**config.mk**
```make
export PLATFORM = sky130hd
export DESIGN_NAME = udp_cfg_regs
export DESIGN_NICKNAME = d
export VERILOG_FILES = /design/src/verilog/ip_pkg.sv /design/src/verilog/udp_pkg.sv /design/src/verilog/udp_cfg_regs.sv
export SDC_FILE = /design/constraint.sdc
export NUM_CORES = 1
export LEC_CHECK = 0
export BUFFER_PORTS_ARGS = -buffer_cell sky130_fd_sc_hd__buf_2
export CORE_MARGIN = 5
export CORE_UTILIZATION = 51
export CTS_CLUSTER_DIAMETER = 150
export CTS_CLUSTER_SIZE = 16
export DETAILED_ROUTE_END_ITERATION = 12
export GPL_ROUTABILITY_DRIVEN = 0
export PLACE_DENSITY = 0.8
export SYNTH_ARGS = -nofsm -noshare
export SYNTH_HDL_FRONTEND = slang
export SYNTH_SLANG_ARGS = --single-unit
```
**constraint.sdc**
```tcl
create_clock -name clk -period 3.25 [get_ports clk]
set_input_delay 0.1625 -clock clk [delete_from_list [all_inputs] [get_ports clk]]
set_output_delay 0.1625 -clock clk [all_outputs]
set_load 0.1 [all_outputs]
```
**src/verilog/ip_pkg.sv**
```systemverilog
`default_nettype none

package ip_pkg;

  // widths of the IPv4 header fields this layer hands to the layer below
  localparam int IPV4_ADDR_BYTES = 4;
  localparam int IPV4_PROTO_W    = 8;
  localparam int IPV4_LEN_W      = 16;

  // address bytes are indexed from the least significant one
  typedef logic [IPV4_ADDR_BYTES-1:0][7:0] ipv4_addr_t;

  typedef logic [IPV4_PROTO_W-1:0] proto_t;

  localparam proto_t PROTO_UDP = 8'd17;

endpackage

`default_nettype wire

```
**src/verilog/udp_pkg.sv**
```systemverilog
`default_nettype none

package udp_pkg;

  localparam int UDP_HDR_LEN = 8;

  // the transmit payload buffer depth must be a power of two
  localparam int FIFO_DEPTH = 2048;

  typedef logic [15:0] port_t;

  typedef logic [0:0] cfg_addr_t;

  localparam cfg_addr_t CFG_ADDR_PORT = 1'b0;
  localparam cfg_addr_t CFG_ADDR_IP   = 1'b1;

  // field order matches the wire order with src_port going out first
  typedef struct packed {
    port_t       src_port;
    port_t       dst_port;
    logic [15:0] length;
    logic [15:0] chsum;
  } udp_fields_t;

  // byte b[UDP_HDR_LEN-1] is the first byte on the wire
  typedef union packed {
    udp_fields_t                  f;
    logic [UDP_HDR_LEN-1:0][7:0]  b;
  } udp_hdr_u;

endpackage

`default_nettype wire

```
**src/verilog/udp_cfg_regs.sv**
```systemverilog
`default_nettype none
`timescale 1ns/1ps

module udp_cfg_regs (
  input  logic               clk,
  input  logic               fsm_rst,
  input  logic               cfg_req,
  input  udp_pkg::cfg_addr_t cfg_addr,
  input  logic [31:0]        cfg_wdata,
  output logic               cfg_ack,
  output udp_pkg::port_t     local_port,
  output ip_pkg::ipv4_addr_t local_ip
);
  import udp_pkg::*;

  typedef enum logic {
    HS_IDLE,
    HS_ACK
  } hs_state_t;

  hs_state_t state;

  // the register is written on the same edge that raises ack
  always_ff @(posedge clk) begin
    if (fsm_rst) begin
      state      <= HS_IDLE;
      local_port <= '0;
      local_ip   <= '0;
    end else begin
      case (state)
        HS_IDLE: begin
          if (cfg_req) begin
            state <= HS_ACK;
            case (cfg_addr)
              CFG_ADDR_PORT: local_port <= cfg_wdata[$bits(port_t)-1:0];
              CFG_ADDR_IP:   local_ip   <= cfg_wdata;
              default: ;
            endcase
          end
        end
        HS_ACK: begin
          // hold ack until the master has let go of req
          if (!cfg_req) begin
            state <= HS_IDLE;
          end
        end
        default: state <= HS_IDLE;
      endcase
    end
  end

  assign cfg_ack = (state == HS_ACK);

endmodule

`default_nettype wire

```
**Yosys cells after proc, flatten, opt, wreduce, memory -nomap -nowiden**

Cells that the tools add are included.

- Input port bits: 36
- Register bits after elaboration: 49
- Logic and storage cells: 11

- Multiplexer cells: 1
- Reduce and logical (&&, ||, !) cells: 2
- Bitwise logic cells: 2

Operators by type and width:

| kind | number |
|---|---|
| $reduce_and 3->1 | 2 |
| $not 1->1 | 2 |
| $mux 1 | 1 |

**Longest topological paths before layout**

- Depth after elaboration: 2
- Mapped depth: 4
- Gate-level depth less buffers: 2

**Least setup slack after synthesis**

Ideal clock, no wire load.

- Path type: reg2reg
- From: register state (netlist: cfg_ack)
- To: register local_ip[10] (netlist bit)
- Clock period less this slack: 1.738 ns
- Library setup time: 0.121 ns
- Data required time: 3.129 ns
- Slack: 1.512 ns
- Arrival: 1.617 ns
- Path buffers: 2
- Stages on the path, launching flop included: 5
- Path through: dfxtp_1 -> and3b_1 -> buf_2 -> buf_6 -> mux2i_1

- Longest elaborated chain between the ends: 2

RTL lines:

| element | RTL line | source |
|---|---|---|
| start, declared | udp_cfg_regs.sv:21 | `hs_state_t state;` |
| start signal, assigned | udp_cfg_regs.sv:26 | `state <= HS_IDLE;` |
| start signal, assigned | udp_cfg_regs.sv:33 | `state <= HS_ACK;` |
| start signal, assigned | udp_cfg_regs.sv:44 | `state <= HS_IDLE;` |
| $not 1->1 (no source line) | n/a |  |
| $reduce_and 3->1 (no source line) | n/a |  |
| end signal, assigned | udp_cfg_regs.sv:36 | `CFG_ADDR_IP: local_ip <= cfg_wdata;` |
| end, declared | udp_cfg_regs.sv:12 | `output ip_pkg::ipv4_addr_t local_ip` |

No other way between the ends.
A chain may end at the register's enable or synchronous reset.

**Worst setup path in the final report**

- From: register state (netlist: cfg_ack)
- To: register local_ip[30] (netlist bit)

The elaborated chain is that of the path after synthesis.

==> summary.md <==
| Metric | Value |
|---|---|
| Reg clk slew, reported paths | `0.08 ns` |
| Grt met2 use | `20.67%` |
| Register-to-register setup slack | `1.70 ns` |
| Comb power frac | `25.6%` |
| Worst EP required | `3.46 ns` |
| Vias post-DR | `1530` |
| Critical path class | `reg2reg` |
| Initial antenna violation count | `0` |
| Pin count of the biggest net entering global routing | `82` |
| Pwr dens | `517.7 nW/µm²` |
| Period minus WS final | `1.547 ns` |
| Wirelength, routed | `4.066 mm` |
| # clock sinks | `49` |
| Final nets | `310` |
| Area growth from synthesis to layout | `23.52%` |
| CP Cell Sequence | `and3b_1 -> buf_4 -> mux2i_1` |
| Run status | `completed` |
| VDD IR max | `0.2924 mV` |
| Final Max Slew Viols | `0` |
| Flop pwr share | `48.1%` |
| Antenna diodes | `0` |
| Fill count | `370` |
| Cts-stage hold buffer count | `0` |
| DRT Pass-1 Iters | `4` |
| Gr usage total | `14.57%` |
| Static Leak | `0.001251 µW` |
| Commonest non-fill, non-tap cells in the layout | `84 x buf_2, 80 x nand2b_1, 49 x dfxtp_1` |
| P_int | `876.2 µW` |
| Syn Std Cell Area | `2091 µm²` |
| Sum Neg Setup Slack | `0 ns` |
| GRT overflow | `0` |
| Register area share after synthesis | `46.92%` |
| Clk pwr share | `26.4%` |
| Top area cells in the synthesized netlist | `dfxtp_1 47%, nand2b_1 24%, mux2i_1 23%, clkbuf_1 1.6%, buf_6 1.6%` |
| Multi-input logic area | `1025 µm²` |
| Setup Viol. Count Final | `0` |
| M3 GR Usage | `3.649%` |
| Post-route DRC | `0` |
| Die width | `74.03 µm` |
| FF-to-FF Start | `cfg_ack` |
| Worst skew pair latency | `0.29 ns` |
| Reg2Reg Depth | `3` |
| Crit start category | `flop` |
| Drt wl/cell | `12.55 µm` |
| FF+latch area | `980.9 µm²` |
| Fmax | `646.5 MHz` |
| Post-synth top area cell | `dfxtp_1` |
| Busiest layer in global routing | `met1` |
| Initial drt markers | `54` |
| NetSw | `460.8 µW` |
| CP max FO | `13` |
| Postcts setup bufs | `0` |
| # port buffers | `84` |
| Vias in the first global route | `1400` |
| Relative slew slack | `29.32%` |
| Worst EP arrival | `1.76 ns` |
| Critical path's largest stage delay | `0.55 ns` |
| Area fraction of the dominant cell type after synthesis | `46.92%` |
| Yosys cell types | `12` |
| TritonCTS clock tree | `done` |
| Final ANT Viol Nets | `0` |
| R2r endpoint | `local_ip[30]` |
| Final worst-path cycle share | `47.59%` |
| I/O Pins | `85` |
| Final hold vios | `0` |
| First-pass GRT wire length | `6.313 mm` |
| Commonest non-fill, non-tap cell in the layout | `buf_2` |
| Row cnt | `23` |
| Die footprint | `5480 µm²` |
| Die H | `74.03 µm` |
| Ys Warns | `0` |
| Syn_nets | `233` |
| H-Tree Depth | `2` |
| CORE AREA | `4000 µm²` |
| Critical path's slowest cell | `and3b_1` |
| Worst Setup Slack, final | `1.703 ns` |
| Switching share of total power | `34.46%` |
| Flop and latch count out of synthesis | `49` |
| Skew final | `0.003903 ns` |
| CTS Buf Count | `5` |
| DP Worst Slack | `1.686 ns` |
| Hpwl dp | `2.898 mm` |
| CP Capture Type | `flop` |
| Hold_sp | `cfg_wdata[21]` |
| Max clock buf depth | `2` |
| Post-CTS Resized | `0` |
| Share of cells above drive strength 1 | `33.58%` |
| Met1 usage | `21.23%` |
| Starting Density | `52.27%` |
| Min-delay worst type | `in2reg` |
| Clk root buf | `clkbuf_8` |
| Worst-Margin Slew | `1.056 ns` |
| Hold Crit Depth | `3` |
| Vias per cell | `4.722` |
| Max Cap Viol | `0` |
| Synthesized area per cell | `10.61 µm²` |
| RSZ-0062 raised after global routing | `false` |
| Syn Inst Count | `197` |
| Endpoint, Worst Hold | `local_ip[21]` |
[Yosys cell counts]
library cell,n
nand2b_1,80
dfxtp_1,49
buf_2,2
nor2b_1,1
buf_6,3
clkbuf_1,9
and3b_1,1
nor3b_2,1
or3b_1,1
nand3b_1,1
mux2i_1,48
buf_4,1
[registers in the layout, summed over array words and instances, names as in the netlist]
| register | count |
|---|---|
| cfg_ack | 1 |
| local_port | 16 |
| local_ip | 32 |
[cell families after synthesis]
| logic type | Yosys count | share of synthesized area (%) |
|---|---|---|
| DFF | 49 | 46.92 |
| buffers and inverters | 15 | 4.069 |
| and+or+nand+nor | 85 | 26.03 |
| muxes | 48 | 22.98 |
[final cells by class]
| class | count | area share (%) |
|---|---|---|
| repair buffers | 85 | 16.57 |
| clock buffers | 7 | 3.343 |
| flip-flops and latches | 49 | 37.98 |
| well taps | 50 | 2.422 |
| multi-input cells | 133 | 39.68 |
[worst max path at each step]
stage | startpoint | to | slack [ns] | cells past startpoint
finish | cfg_ack | local_ip[30] | 1.70 | 3
CTS | cfg_ack | local_port[5] | 1.67 | 2
global placement | cfg_ack | local_port[1] | 1.71 | 2
global route | cfg_ack | local_port[4] | 1.55 | 2
detailed placement | cfg_ack | local_port[2] | 1.69 | 2
floorplan | cfg_ack | local_ip[10] | 1.51 | 4
[through the flow]
| step | power, µW | cell area [µm²] | hold slack, ns | std cells | util, % |
|---|---|---|---|---|---|
| 2_1_floorplan | 942.1 | 2091 | 0.2907 | 197 | - |
| 3_3_place_gp | 998.0 | 2496 | 0.4204 | 317 | 62.40 |
| 3_5_place_dp | 1001 | 2496 | 0.4329 | 317 | 62.40 |
| 4_1_cts | 1351 | 2582 | 0.1139 | 324 | 64.56 |
| 5_1_grt | 1392 | 2582 | 0.1228 | 324 | 64.56 |
| 6_report | 1337 | 2582 | 0.1206 | 324 | 64.56 |
[power by group through the flow]
stage | Sequential, µW | Combinational [µW] | Clock [µW]
2_1_floorplan | 859 | 83.2 | 0
3_3_place_gp | 656 | 342 | 0
3_5_place_dp | 656 | 344 | 0
4_1_cts | 643 | 344 | 364
5_1_grt | 646 | 357 | 388
6_report | 643 | 342 | 353
[worst max-delay path, delay by kind of cell (launching register included)]
family	cells	cell delay, ns
DFF	1	0.34
and+or+nand+nor	1	0.55
muxes	1	0.22
buffers and inverters	1	0.35
[metal layers]
metal | share of wire [%] | vias to the layer above | wire, µm
met5 | 0 | - | 0
met4 | 1.2 | 0 | 48
met3 | 8.5 | 5 | 344
met2 | 41 | 54 | 1666
met1 | 49 | 681 | 2006
li1 | - | 790 | -
(Power assumes the default switching activity.)
