`src/verilog/ip_pkg.sv`:
```
`default_nettype none

package ip_pkg;

  // widths of the IPv4 header fields this layer hands to the layer below
  localparam int IPV4_ADDR_BYTES = 4;
  localparam int IPV4_PROTO_W    = 8;
  localparam int IPV4_LEN_W      = 16;

  // address bytes are indexed from the least significant one
  typedef logic [IPV4_ADDR_BYTES-1:0][7:0] ipv4_addr_t;

  typedef logic [IPV4_PROTO_W-1:0] proto_t;

  localparam proto_t PROTO_UDP = 8'd17;

endpackage

`default_nettype wire

```
`src/verilog/udp_pkg.sv`:
```
`default_nettype none

package udp_pkg;

  localparam int UDP_HDR_LEN = 8;

  // the transmit payload buffer depth must be a power of two
  localparam int FIFO_DEPTH = 2048;

  typedef logic [15:0] port_t;

  typedef logic [0:0] cfg_addr_t;

  localparam cfg_addr_t CFG_ADDR_PORT = 1'b0;
  localparam cfg_addr_t CFG_ADDR_IP   = 1'b1;

  // field order matches the wire order with src_port going out first
  typedef struct packed {
    port_t       src_port;
    port_t       dst_port;
    logic [15:0] length;
    logic [15:0] chsum;
  } udp_fields_t;

  // byte b[UDP_HDR_LEN-1] is the first byte on the wire
  typedef union packed {
    udp_fields_t                  f;
    logic [UDP_HDR_LEN-1:0][7:0]  b;
  } udp_hdr_u;

endpackage

`default_nettype wire

```
`src/verilog/udp_rx.sv`:
```
`default_nettype none
`timescale 1ns/1ps

module udp_rx (
  input  logic               clk,
  input  logic               fsm_rst,
  input  logic [7:0]         rx_d,
  input  logic               rx_v,
  input  logic               rx_sof,
  input  logic               rx_eof,
  input  ip_pkg::proto_t     rx_proto,
  input  ip_pkg::ipv4_addr_t rx_src_ip,
  input  udp_pkg::port_t     local_port,
  output logic [7:0]         app_rx_d,
  output logic               app_rx_v,
  output logic               app_rx_sof,
  output logic               app_rx_eof,
  output logic               app_rx_err,
  output udp_pkg::port_t     app_rx_src_port,
  output ip_pkg::ipv4_addr_t app_rx_src_ip
);
  import ip_pkg::*;
  import udp_pkg::*;

  udp_hdr_u              hdr;
  udp_hdr_u              hdr_nxt;
  logic [IPV4_LEN_W-1:0] cnt;
  logic [IPV4_LEN_W-1:0] cnt_cur;
  logic                  is_udp_q;
  logic                  is_udp;
  logic                  hdr_byte;
  logic                  pay_byte;
  logic                  hdr_full;
  logic                  port_hit;

  // sof restarts the count and takes the protocol straight from the input
  assign is_udp  = rx_sof ? (rx_proto == PROTO_UDP) : is_udp_q;
  assign cnt_cur = rx_sof ? '0 : cnt;

  assign hdr_byte = rx_v && is_udp && (cnt_cur < IPV4_LEN_W'(UDP_HDR_LEN));
  assign pay_byte = rx_v && is_udp && !hdr_byte;
  assign hdr_full = cnt_cur >= IPV4_LEN_W'(UDP_HDR_LEN - 1);

  // header as it stands including the current byte, so an empty payload
  // still sees the complete header on its eof byte
  always_comb begin
    hdr_nxt = hdr;
    if (hdr_byte) begin
      hdr_nxt.b = {hdr.b[UDP_HDR_LEN-2:0], rx_d};
    end
  end

  assign port_hit = (hdr_nxt.f.dst_port == local_port);

  always_ff @(posedge clk) begin
    if (fsm_rst) begin
      cnt        <= '0;
      is_udp_q   <= 1'b0;
      app_rx_v   <= 1'b0;
      app_rx_sof <= 1'b0;
      app_rx_eof <= 1'b0;
      app_rx_err <= 1'b0;
    end else begin
      if (rx_v) begin
        cnt <= cnt_cur + 1'b1;
        if (rx_eof) begin
          is_udp_q <= 1'b0;
        end else if (rx_sof) begin
          is_udp_q <= (rx_proto == PROTO_UDP);
        end
      end
      app_rx_v   <= pay_byte && port_hit;
      app_rx_sof <= pay_byte && port_hit && (cnt_cur == IPV4_LEN_W'(UDP_HDR_LEN));
      app_rx_eof <= pay_byte && port_hit && rx_eof;
      // the total byte count is checked against the length field for our port only
      app_rx_err <= rx_v && rx_eof && is_udp && hdr_full && port_hit &&
                    (cnt_cur + 1'b1 != hdr_nxt.f.length);
    end
  end

  always_ff @(posedge clk) begin
    hdr      <= hdr_nxt;
    app_rx_d <= rx_d;
    if (rx_v && rx_sof) begin
      app_rx_src_ip <= rx_src_ip;
    end
  end

  assign app_rx_src_port = hdr.f.src_port;

endmodule

`default_nettype wire

```
`config.mk`:
```
export PLATFORM = sky130hd
export DESIGN_NAME = udp_rx
export DESIGN_NICKNAME = d
export VERILOG_FILES = /design/src/verilog/ip_pkg.sv /design/src/verilog/udp_pkg.sv /design/src/verilog/udp_rx.sv
export SDC_FILE = /design/constraint.sdc
export NUM_CORES = 1
export LEC_CHECK = 0
export ABC_CLOCK_PERIOD_IN_PS = 4900
export BUFFER_PORTS_ARGS = -buffer_cell sky130_fd_sc_hd__buf_2
export CAP_MARGIN = 40
export CORE_MARGIN = 3
export CORE_UTILIZATION = 53
export DETAILED_ROUTE_END_ITERATION = 8
export GPL_TIMING_DRIVEN = 1
export PLACE_DENSITY = 0.79
export SLEW_MARGIN = 20
export SYNTH_ARGS = -nofsm -noshare
export SYNTH_HDL_FRONTEND = slang
export SYNTH_SLANG_ARGS = --single-unit
```
`constraint.sdc`:
```
create_clock -name clk -period 4.9 [get_ports clk]
set_input_delay 0.98 -clock clk [delete_from_list [all_inputs] [get_ports clk]]
set_output_delay 0.98 -clock clk [all_outputs]
set_load 0.1 [all_outputs]
```
# Yosys cells after proc, flatten, opt, wreduce, memory -nomap -nowiden
# Index checks and enable logic that the tools add are counted.
# totals
ff_bits	125
latch_bits	0
ramBits	0
rom_bits	0
input_bits	69
output_inout_bits	60
memories	0
# classes
add_sub_neg	1
n_mul	0
div	0
order_cmp	2
eq_ne	4
shifts	0
muxes	4
bitwise	0
n_reduce_logical	13
# ops
operator	n
two-way mux 48 bit	1
adder 16 x 1 -> 16 bit (second input constant)	1
== test 16 bit	1
== test 16 x 4 -> 1 bit (second input constant)	1
>= comparator 16 x 3 -> 1 bit (second input constant)	1
< comparator 16 x 4 -> 1 bit (second input constant)	1
two-way mux 16 bit	1
!= test 16 bit	1
logical AND 1 bit	12
== test 8 x 5 -> 1 bit (second input constant)	1
two-way mux 1 bit	2
logical NOT 1 bit	1

# Depth between registers and ports, before layout
# Gate-level depths: netlist of run 1.
# depth
depth_word	8
depth_mapped	12

# Worst setup path after synthesis of run 1
# No wires, ideal clock.
# synth_timing
path_kind	in2reg
startpoint	in rx_proto[1]
endpoint	reg hdr[0] (netlist bit), enable pin
t_arrival_ps	3381
setup_slack_ps	1110
cell_stages	6
path_cell_list	or4b_4 o31ai_4 nand2_4 inv_6 buf_12 clkbuf_1
# synth_between
elab_chain_len	4
# synth_lines
item	line_no	text
start, declared	udp_rx.sv:11	input ip_pkg::proto_t rx_proto,
== test 8 x 5 -> 1 bit	udp_rx.sv:37	assign is_udp = rx_sof ? (rx_proto == PROTO_UDP) : is_udp_q;
two-way mux 1 bit	--	
logical AND 1 bit (2 in series)	udp_rx.sv:40	assign hdr_byte = rx_v && is_udp && (cnt_cur < IPV4_LEN_W'(UDP_HDR_LEN));
end signal, assigned	udp_rx.sv:82	hdr <= hdr_nxt;
end, declared	udp_rx.sv:25	udp_hdr_u hdr;
# Every way passes these cells.
# A chain may end at the register's enable or synchronous reset.

==> results of run 1 <==
[routing by layer]
layer,vias to the layer above,global-route usage [%]
li1,1947,-
met1,1998,26.8
met2,182,36.3
met3,23,6.26
met4,0,9.13
met5,-,0
[kinds of logic after synthesis]
kind of cell | share of synthesized area (%)
AO/OA/AOI/OAI | 10.5
buffers and inverters | 5.99
flip-flops | 58.6
AND/OR/NAND/NOR | 15.5
multiplexers | 4.01
adder cells (fa/ha/maj) | 0.466
XOR/XNOR | 4.90
[cell type report]
type	instances	area [sq um]
Clock buffer	17	414
Clock inverter	14	146
Fill cell	769	3260
Inverter	26	103
Multi-Input combinational cell	292	1900
Sequential cell	125	3140
Tap cell	133	166
Timing Repair Buffer	132	688
[Yosys cell counts (all sizes together), types with 3 or more instances]
master	instances
a21oi	19
a221oi	3
a32oi	3
a41oi	3
and3	8
buf	26
clkbuf	8
dfxtp	61
edfxtp	64
inv	25
mux2	9
mux2i	11
nand2	55
nand2b	3
nand3	17
nand4	8
nor2	29
nor2b	7
nor3	5
nor4	11
o21ai	25
o22ai	6
o31ai	3
or3	3
xnor2	18
xor2	12
[registers in the layout, indices dropped and copies added, names as in the netlist]
| name | flops |
|---|---|
| app_rx_sof | 1 |
| app_rx_err | 1 |
| app_rx_d | 8 |
| app_rx_v | 1 |
| cnt | 16 |
| hdr | 64 |
| app_rx_src_ip | 32 |
| app_rx_eof | 1 |
| is_udp_q | 1 |
[where the power goes]
| group | leakage, nW | internal, mW | switching [mW] | total [mW] |
|---|---|---|---|---|
| Clock | 0.270 | 0.721 | 0.447 | 1.17 |
| Combinational | 1.37 | 0.0567 | 0.215 | 0.272 |
| Sequential | 1.08 | 1.13 | 0.0118 | 1.14 |
[worst max-delay path by stage]
stage,start,slack [ns],cells after the start,endpoint
after CTS,rx_sof,1.36,9,app_rx_err
after global placement,rx_sof,0.97,9,app_rx_err
after global routing,rx_sof,1.10,9,app_rx_err
after detailed placement,rx_sof,0.83,9,app_rx_err
after floorplan,rx_proto[1],1.11,6,hdr[0]
final,rx_sof,1.32,9,app_rx_err
[critical path, delay by kind of cell]
family                 cells  cell delay [ns]
AO/OA/AOI/OAI              3             1.11
AND/OR/NAND/NOR            2             0.54
XOR/XNOR                   1             0.17
multiplexers               1             0.39
buffers and inverters      2             0.74
[per-stage QoR]
stage               std cells  hold WS [ns]  instance area, sq um  setup WS, ns
floorplan                 477         0.400                  5370          1.11
global placement          706         0.402                  5970         0.972
detailed placement        708         0.405                  6000         0.833
CTS                       739         0.420                  6560          1.36
global route              739         0.429                  6560          1.10
finish                    739         0.423                  6560          1.32
==> metrics.cfg, run 1 <==
[drt]
wl_um=12400
wl_met3_um=788
vias_per_cell=5.62
wl_met2_um=6390
vias=4150
wl_per_cell_um=16.8
wl_met1_um=4980
ant_nets=0
first_pass_iters=5
highest_layer=met4
drc_errors=0
drtIter0Drc=337

[cts]
cts-root-buf=clkbuf_8
htreeDepth=4
clkLatencyLatePin_ns=0.50
clk_pin_slew_ns=0.06
cts_tree=done
cts_sinks=125
cts_buffers=17
clk_path_buf_depth=2
cts-resized-gates=0
post_cts_buffers=0
holdBufCountCts=0

[timing]
hold_viol=0
fmax_mhz=280
finClkSkew_ns=0.00543
fin_crit_sh_pct=73.0
drv_slew=0
tightestPinTransition_ns=0.592
relSlewSlack_pct=59.9
setup_viol=0
rsz0062_at_grt=no
tns_ns=0
min_period_ns=3.58

[placement]
io_buffers=128
routabilityCongestion=0.918
hpwl_um=8870

[synth]
synth_top_area_share_pct=35.8
yosys.area.top_type=edfxtp_1
synthFlopType=edfxtp_1
yosys_warnings=0
synthCells=477
synthTopCellsByArea=edfxtp_1 (36%), dfxtp_1 (23%), nand2_1 (3.8%)
ys_ff_latch=125
synthArstFlopShare_pct=0
synthDistinctLibCells=69
synth_nets=548
syn-cell-area_sq_um=5370
avgSynthCellArea_sq_um=11.2
yosysSeqAreaShare_pct=58.6
synth_edf_count=64

[cells_and_area]
insertedDiodeCount=0
final_common_cell=buf_2
drive_above_1_share_pct=31.0
most-common-layout-cells=buf_2 (129), edfxtp_1 (64), dfxtp_1 (61)
fin_util_pct=66.8
syn_to_final_growth_pct=22.3
nets=665

[critical_path]
crit_chain=buf_2 -> nand2_1 -> o31ai_4 -> nand2_4 -> inv_6 -> mux2_2 -> xor2_1 -> a2111oi_2 -> a41oi_2
critical_path_required_ns=5.26
crit_type=in2reg
rrSetupSlack_ns=1.63
critPathMaxFanout=33
r2r-end=app_rx_err
reg2reg_depth=8
startpoint_type=input port
worst_ep_arrival_time_ns=3.94
worst_path_max_delay_cell=o31ai_4
cpPeakStageDelay_ns=0.58
timing.rr.start=cnt[4]
critPathCaptureType=register

[global_routing]
grt_max_degree=34
grt_pass1_wl_um=19600
first_global_vias=4077
track_usage_pct=21.9
antenna_found_initial=0
grt_remaining_overflow=0

[floorplanning]
fp-row-count=36
die_w_um=107
ios=129
core_area_sq_um=9820
initial_utilization_pct=54.6
die_area_sq_um=11400
die_y_um=107

[hold_path]
hold_depth=0
min_delay_worst_endpoint=hdr[12]
min_from=hdr[4]
hold_class=reg2reg

[power_and_ir_drop]
power_mw=2.58
power_density_nw_per_um2=393
peakVddDrop_mv=0.266
leakagePower_nw=2.72

[run]
max-cap-violations=0

[run_status]
status=finished clean

No activity file was read; power rests on OpenSTA's default activity.
==> run 2, diff against run 1 <==
--- a/config.mk
+++ b/config.mk
@@ -5,14 +5,14 @@
 export SDC_FILE = /design/constraint.sdc
 export NUM_CORES = 1
 export LEC_CHECK = 0
-export ABC_CLOCK_PERIOD_IN_PS = 4900
+export ABC_CLOCK_PERIOD_IN_PS = 3100
 export BUFFER_PORTS_ARGS = -buffer_cell sky130_fd_sc_hd__buf_2
 export CAP_MARGIN = 40
 export CORE_MARGIN = 3
-export CORE_UTILIZATION = 53
+export CORE_UTILIZATION = 48
 export DETAILED_ROUTE_END_ITERATION = 8
 export GPL_TIMING_DRIVEN = 1
-export PLACE_DENSITY = 0.79
+export PLACE_DENSITY = 0.76
 export SLEW_MARGIN = 20
 export SYNTH_ARGS = -nofsm -noshare
 export SYNTH_HDL_FRONTEND = slang
==> constraint.sdc (replaced) <==
create_clock -name clk -period 3.1 [get_ports clk]
set_input_delay 0.62 -clock clk [delete_from_list [all_inputs] [get_ports clk]]
set_output_delay 0.62 -clock clk [all_outputs]
set_load 0.1 [all_outputs]
==> metrics.cfg, run 2 (synthesis gave the netlist of run 1 again) <==
[timing]
drv_slew=0
relSlewSlack_pct=63.7
tns_ns=0
rsz0062_at_grt=no
setup_viol=0
min_period_ns=2.93
fmax_mhz=341
fin_crit_sh_pct=94.6
tightestPinTransition_ns=0.537
finClkSkew_ns=0.00786
hold_viol=0

[cells_and_area]
largestRegisters=hdr x64, app_rx_src_ip x32, cnt x16
insertedDiodeCount=0
fin_util_pct=62.8
nets=674
largest_register_ffs=64
drive_above_1_share_pct=32.5
most-common-layout-cells=buf_2 (128), edfxtp_1 (64), dfxtp_1 (61)
syn_to_final_growth_pct=24.1
final_common_cell=buf_2
regMostFlops=hdr

[floorplanning]
die_y_um=112
fp-row-count=37
initial_utilization_pct=50.6
core_area_sq_um=10600
die_w_um=112
ios=129
die_area_sq_um=12500

[critical_path]
crit_end=app_rx_err
worst_path_max_delay_cell=or4_1
critPathMaxFanout=10
crit_type=reg2reg
cpPeakStageDelay_ns=0.64
critical_path.top_delay_family=simple AND/OR/NAND/NOR gates
r2r-end=app_rx_err
critPathCaptureType=register
reg2reg_depth=7
timing.critical_path.buf_inv=0
cp.depth=7
rrSetupSlack_ns=0.17
startpoint_type=register
timing.rr.start=cnt[7]
crit_chain=nand4_2 -> or4_1 -> or3_1 -> a21oi_2 -> xor2_1 -> a2111oi_2 -> a41oi_2
crit_start=cnt[7]
worst_ep_arrival_time_ns=3.31
critical_path_required_ns=3.47

[drt]
first_pass_iters=5
drc_errors=0
wl_per_cell_um=16.8
vias_per_cell=5.39
wl_um=12600
ant_nets=0
drtIter0Drc=265
vias=4054

[power_and_ir_drop]
leakagePower_nw=2.77
peakVddDrop_mv=0.413
power_density_nw_per_um2=620

[global_routing]
first_global_vias=4140
track_usage_pct=20.6
grt_pass1_wl_um=20400
grt_remaining_overflow=0
antenna_found_initial=0
grt_max_degree=33

[cts]
cts_tree=done
post_cts_buffers=0
clk_path_buf_depth=2
cts_buffers=17
holdBufCountCts=0
cts_sinks=125
cts-root-buf=clkbuf_8
clk_pin_slew_ns=0.06
clkLatencyLatePin_ns=0.51
htreeDepth=4
cts-resized-gates=0

[placement]
io_buffers=128
hpwl_um=9370
routabilityCongestion=0.900

[run_status]
status=finished clean

[run]
max-cap-violations=0

[hold_path]
hold_class=in2reg

==> run 2: area by class of cell <==
| class | count | area, sq um |
|---|---|---|
| Fill cell | 843 | 3940 |
| Tap cell | 136 | 170 |
| Sequential cell | 125 | 3140 |
| Inverter | 26 | 103 |
| Timing Repair Buffer | 141 | 738 |
| Multi-Input combinational cell | 292 | 1920 |
| Clock inverter | 12 | 126 |
| Clock buffer | 20 | 457 |
==> run 2: routing by layer <==
metal | part of all wire (%) | wire (um) | GRT usage [%]
met5 | 0 | 0 | 0
met4 | 2.2 | 272 | 8.11
met3 | 5.1 | 650 | 4.89
met2 | 51 | 6440 | 34.0
met1 | 42 | 5270 | 26.1
==> run 2: worst min-delay path by stage <==
stage / slack [ns] / cells past startpoint / end / start
after CTS: 0.20 / 1 / app_rx_d[1] / rx_d[1]
after global placement: 0.40 / 0 / hdr[15] / hdr[7]
after floorplan: 0.40 / 0 / hdr[10] / hdr[2]
final: 0.22 / 1 / app_rx_d[5] / rx_d[5]
after global routing: 0.20 / 1 / app_rx_d[5] / rx_d[5]
after detailed placement: 0.40 / 0 / hdr[8] / hdr[0]
==> run 2: through the flow <==
| stage | hold slack, ns | cells | instance area, sq um | total power [mW] | setup slack, ns |
|---|---|---|---|---|---|
| floorplan | 0.400 | 477 | 5390 | 2.16 | 0.125 |
| global placement | 0.404 | 720 | 6080 | 2.26 | 0.122 |
| detailed placement | 0.405 | 720 | 6080 | 2.26 | 0.0364 |
| CTS | 0.198 | 752 | 6660 | 4.16 | 0.231 |
| global route | 0.198 | 752 | 6660 | 4.26 | 0.00182 |
| finish | 0.221 | 752 | 6660 | 4.13 | 0.169 |
==> run 2: worst register-to-register path, stage by stage, from the launching register on <==
cell and delay, ns:
dfxtp_1 0.56, nand4_2 0.27, or4_1 0.64, or3_1 0.40, a21oi_2 0.25, xor2_1 0.12
a2111oi_2 0.39, a41oi_2 0.16
==> run 2: power by group <==
| part | internal (mW) | switching (mW) | total, mW |
|---|---|---|---|
| sequential | 1.78 | 0.0183 | 1.80 |
| clock | 1.15 | 0.751 | 1.90 |
| combinational | 0.0886 | 0.339 | 0.428 |
| total | 3.02 | 1.11 | 4.13 |
==> run 3, diff against run 2 <==
--- a/config.mk
+++ b/config.mk
@@ -12,6 +12,7 @@
 export CORE_UTILIZATION = 48
 export DETAILED_ROUTE_END_ITERATION = 8
 export GPL_TIMING_DRIVEN = 1
+export MAX_ROUTING_LAYER = met4
 export PLACE_DENSITY = 0.76
 export SLEW_MARGIN = 20
 export SYNTH_ARGS = -nofsm -noshare
==> metrics.cfg, run 3 (synthesis gave the netlist of run 1 again) <==
[critical_path]
critPathCaptureType=register
worst_ep_arrival_time_ns=3.31
crit_chain=nand4_2 -> or4_1 -> or3_1 -> a21oi_2 -> xor2_1 -> a2111oi_2 -> a41oi_2
startpoint_type=register
cpPeakStageDelay_ns=0.64
critPathMaxFanout=10
critical_path_required_ns=3.48
r2r-end=app_rx_err
rrSetupSlack_ns=0.17
reg2reg_depth=7
worst_path_max_delay_cell=or4_1
crit_type=reg2reg
timing.rr.start=cnt[7]

[hold_path]
hold_class=in2reg
hold_depth=1
min_delay_worst_endpoint=app_rx_d[0]
min_from=rx_d[0]

[timing]
fin_crit_sh_pct=94.5
finClkSkew_ns=0.00855
fmax_mhz=341
tns_ns=0
setup_viol=0
relSlewSlack_pct=63.9
hold_ws_ns=0.212
min_period_ns=2.93
rsz0062_at_grt=no
drv_slew=0
tightestPinTransition_ns=0.535
hold_viol=0

[cts]
post_cts_buffers=0
cts-resized-gates=0
htreeDepth=4
clk_pin_slew_ns=0.06
holdBufCountCts=0
cts_tree=done
clkLatencyLatePin_ns=0.52
cts_sinks=125
cts_buffers=17
cts-root-buf=clkbuf_8
clk_path_buf_depth=2

[global_routing]
grt_remaining_overflow=0
first_global_vias=4145
grt_pass1_wl_um=20200
antenna_found_initial=0
grt_max_degree=33
track_usage_pct=21.1

[cells_and_area]
largestRegisters=hdr x64, app_rx_src_ip x32, cnt x16
drive_above_1_share_pct=32.3
most-common-layout-cells=buf_2 (128), edfxtp_1 (64), dfxtp_1 (61)
nets=674
fillers=837
fin_util_pct=62.9
largest_register_ffs=64
layoutNonFillerInstCount=752
insertedDiodeCount=0
syn_to_final_growth_pct=24.4
regMostFlops=hdr
final_common_cell=buf_2

[run]
max-cap-violations=0

[floorplanning]
ios=129
die_w_um=112
die_y_um=112
fp-row-count=37
die_area_sq_um=12500
initial_utilization_pct=50.6
core_area_sq_um=10600

[drt]
wl_um=12700
first_pass_iters=5
ant_nets=0
drtIter0Drc=294
drc_errors=0
vias=4102
wl_per_cell_um=16.9
vias_per_cell=5.45

[power_and_ir_drop]
power_mw=4.20
leakagePower_nw=2.77
power_density_nw_per_um2=630
peakVddDrop_mv=0.344

[run_status]
status=finished clean

[placement]
io_buffers=128
routabilityCongestion=0.946
hpwl_um=9290
placed_cells=720

-- run 3: changes by cell type in the layout (fill, tap and decap cells not counted) --
cell        change
inv_6           -3
clkbuf_16       -1
clkbuf_1        +1
clkinvlp_4      +1
bufinv_16       +2
inv_8           -1
clkinv_2        +1
-- run 3: metal layers --
| metal | part of all wire, % | vias up | track usage (%) |
|---|---|---|---|
| met3 | 6.6 | 22 | 5.92 |
| met1 | 41 | 1936 | 25.6 |
| met4 | 1.5 | 0 | 7.46 |
| met5 | 0 | - | - |
| li1 | - | 1962 | - |
| met2 | 51 | 182 | 33.8 |
-- run 3: cell type report --
type | count | area [sq um] | share of cell area (%)
inverter | 26 | 103 | 1.54
clock inverter | 12 | 161 | 2.42
timing repair buffer | 141 | 738 | 11.1
sequential | 125 | 3140 | 47.1
tap | 136 | 170 | 2.55
multi-input combinational | 292 | 1920 | 28.8
clock buffer | 20 | 435 | 6.53
-- run 3: critical path, delay by kind of cell (launching register included) --
kind,cells,cell delay (ns)
simple gates,3,1.30
compound gates,3,0.80
flops,1,0.57
xor+xnor,1,0.13
-- run 3: per-stage QoR --
step / area (sq um) / worst slack, ns
after floorplan: 5390 / 0.125
final: 6670 / 0.171
after global placement: 6080 / 0.125
after global routing: 6670 / 0.0440
after detailed placement: 6080 / 0.0602
after CTS: 6670 / 0.209
-- run 3: worst max-delay path by stage --
stage / start / to / slack (ns) / depth (start not counted)
after floorplan: rx_sof / app_rx_err / 0.12 / 12
after global placement: rx_proto[1] / app_rx_err / 0.13 / 9
after detailed placement: rx_proto[1] / app_rx_err / 0.06 / 9
after CTS: cnt[7] / app_rx_err / 0.21 / 7
after global routing: cnt[7] / app_rx_err / 0.04 / 7
final: cnt[7] / app_rx_err / 0.17 / 7
-- run 3: power by group --
group	total, mW	leakage (nW)	switching [mW]	internal (mW)
Sequential	1.80	1.08	0.0190	1.78
Clock	1.98	0.282	0.724	1.25
Combinational	0.428	1.40	0.339	0.0887
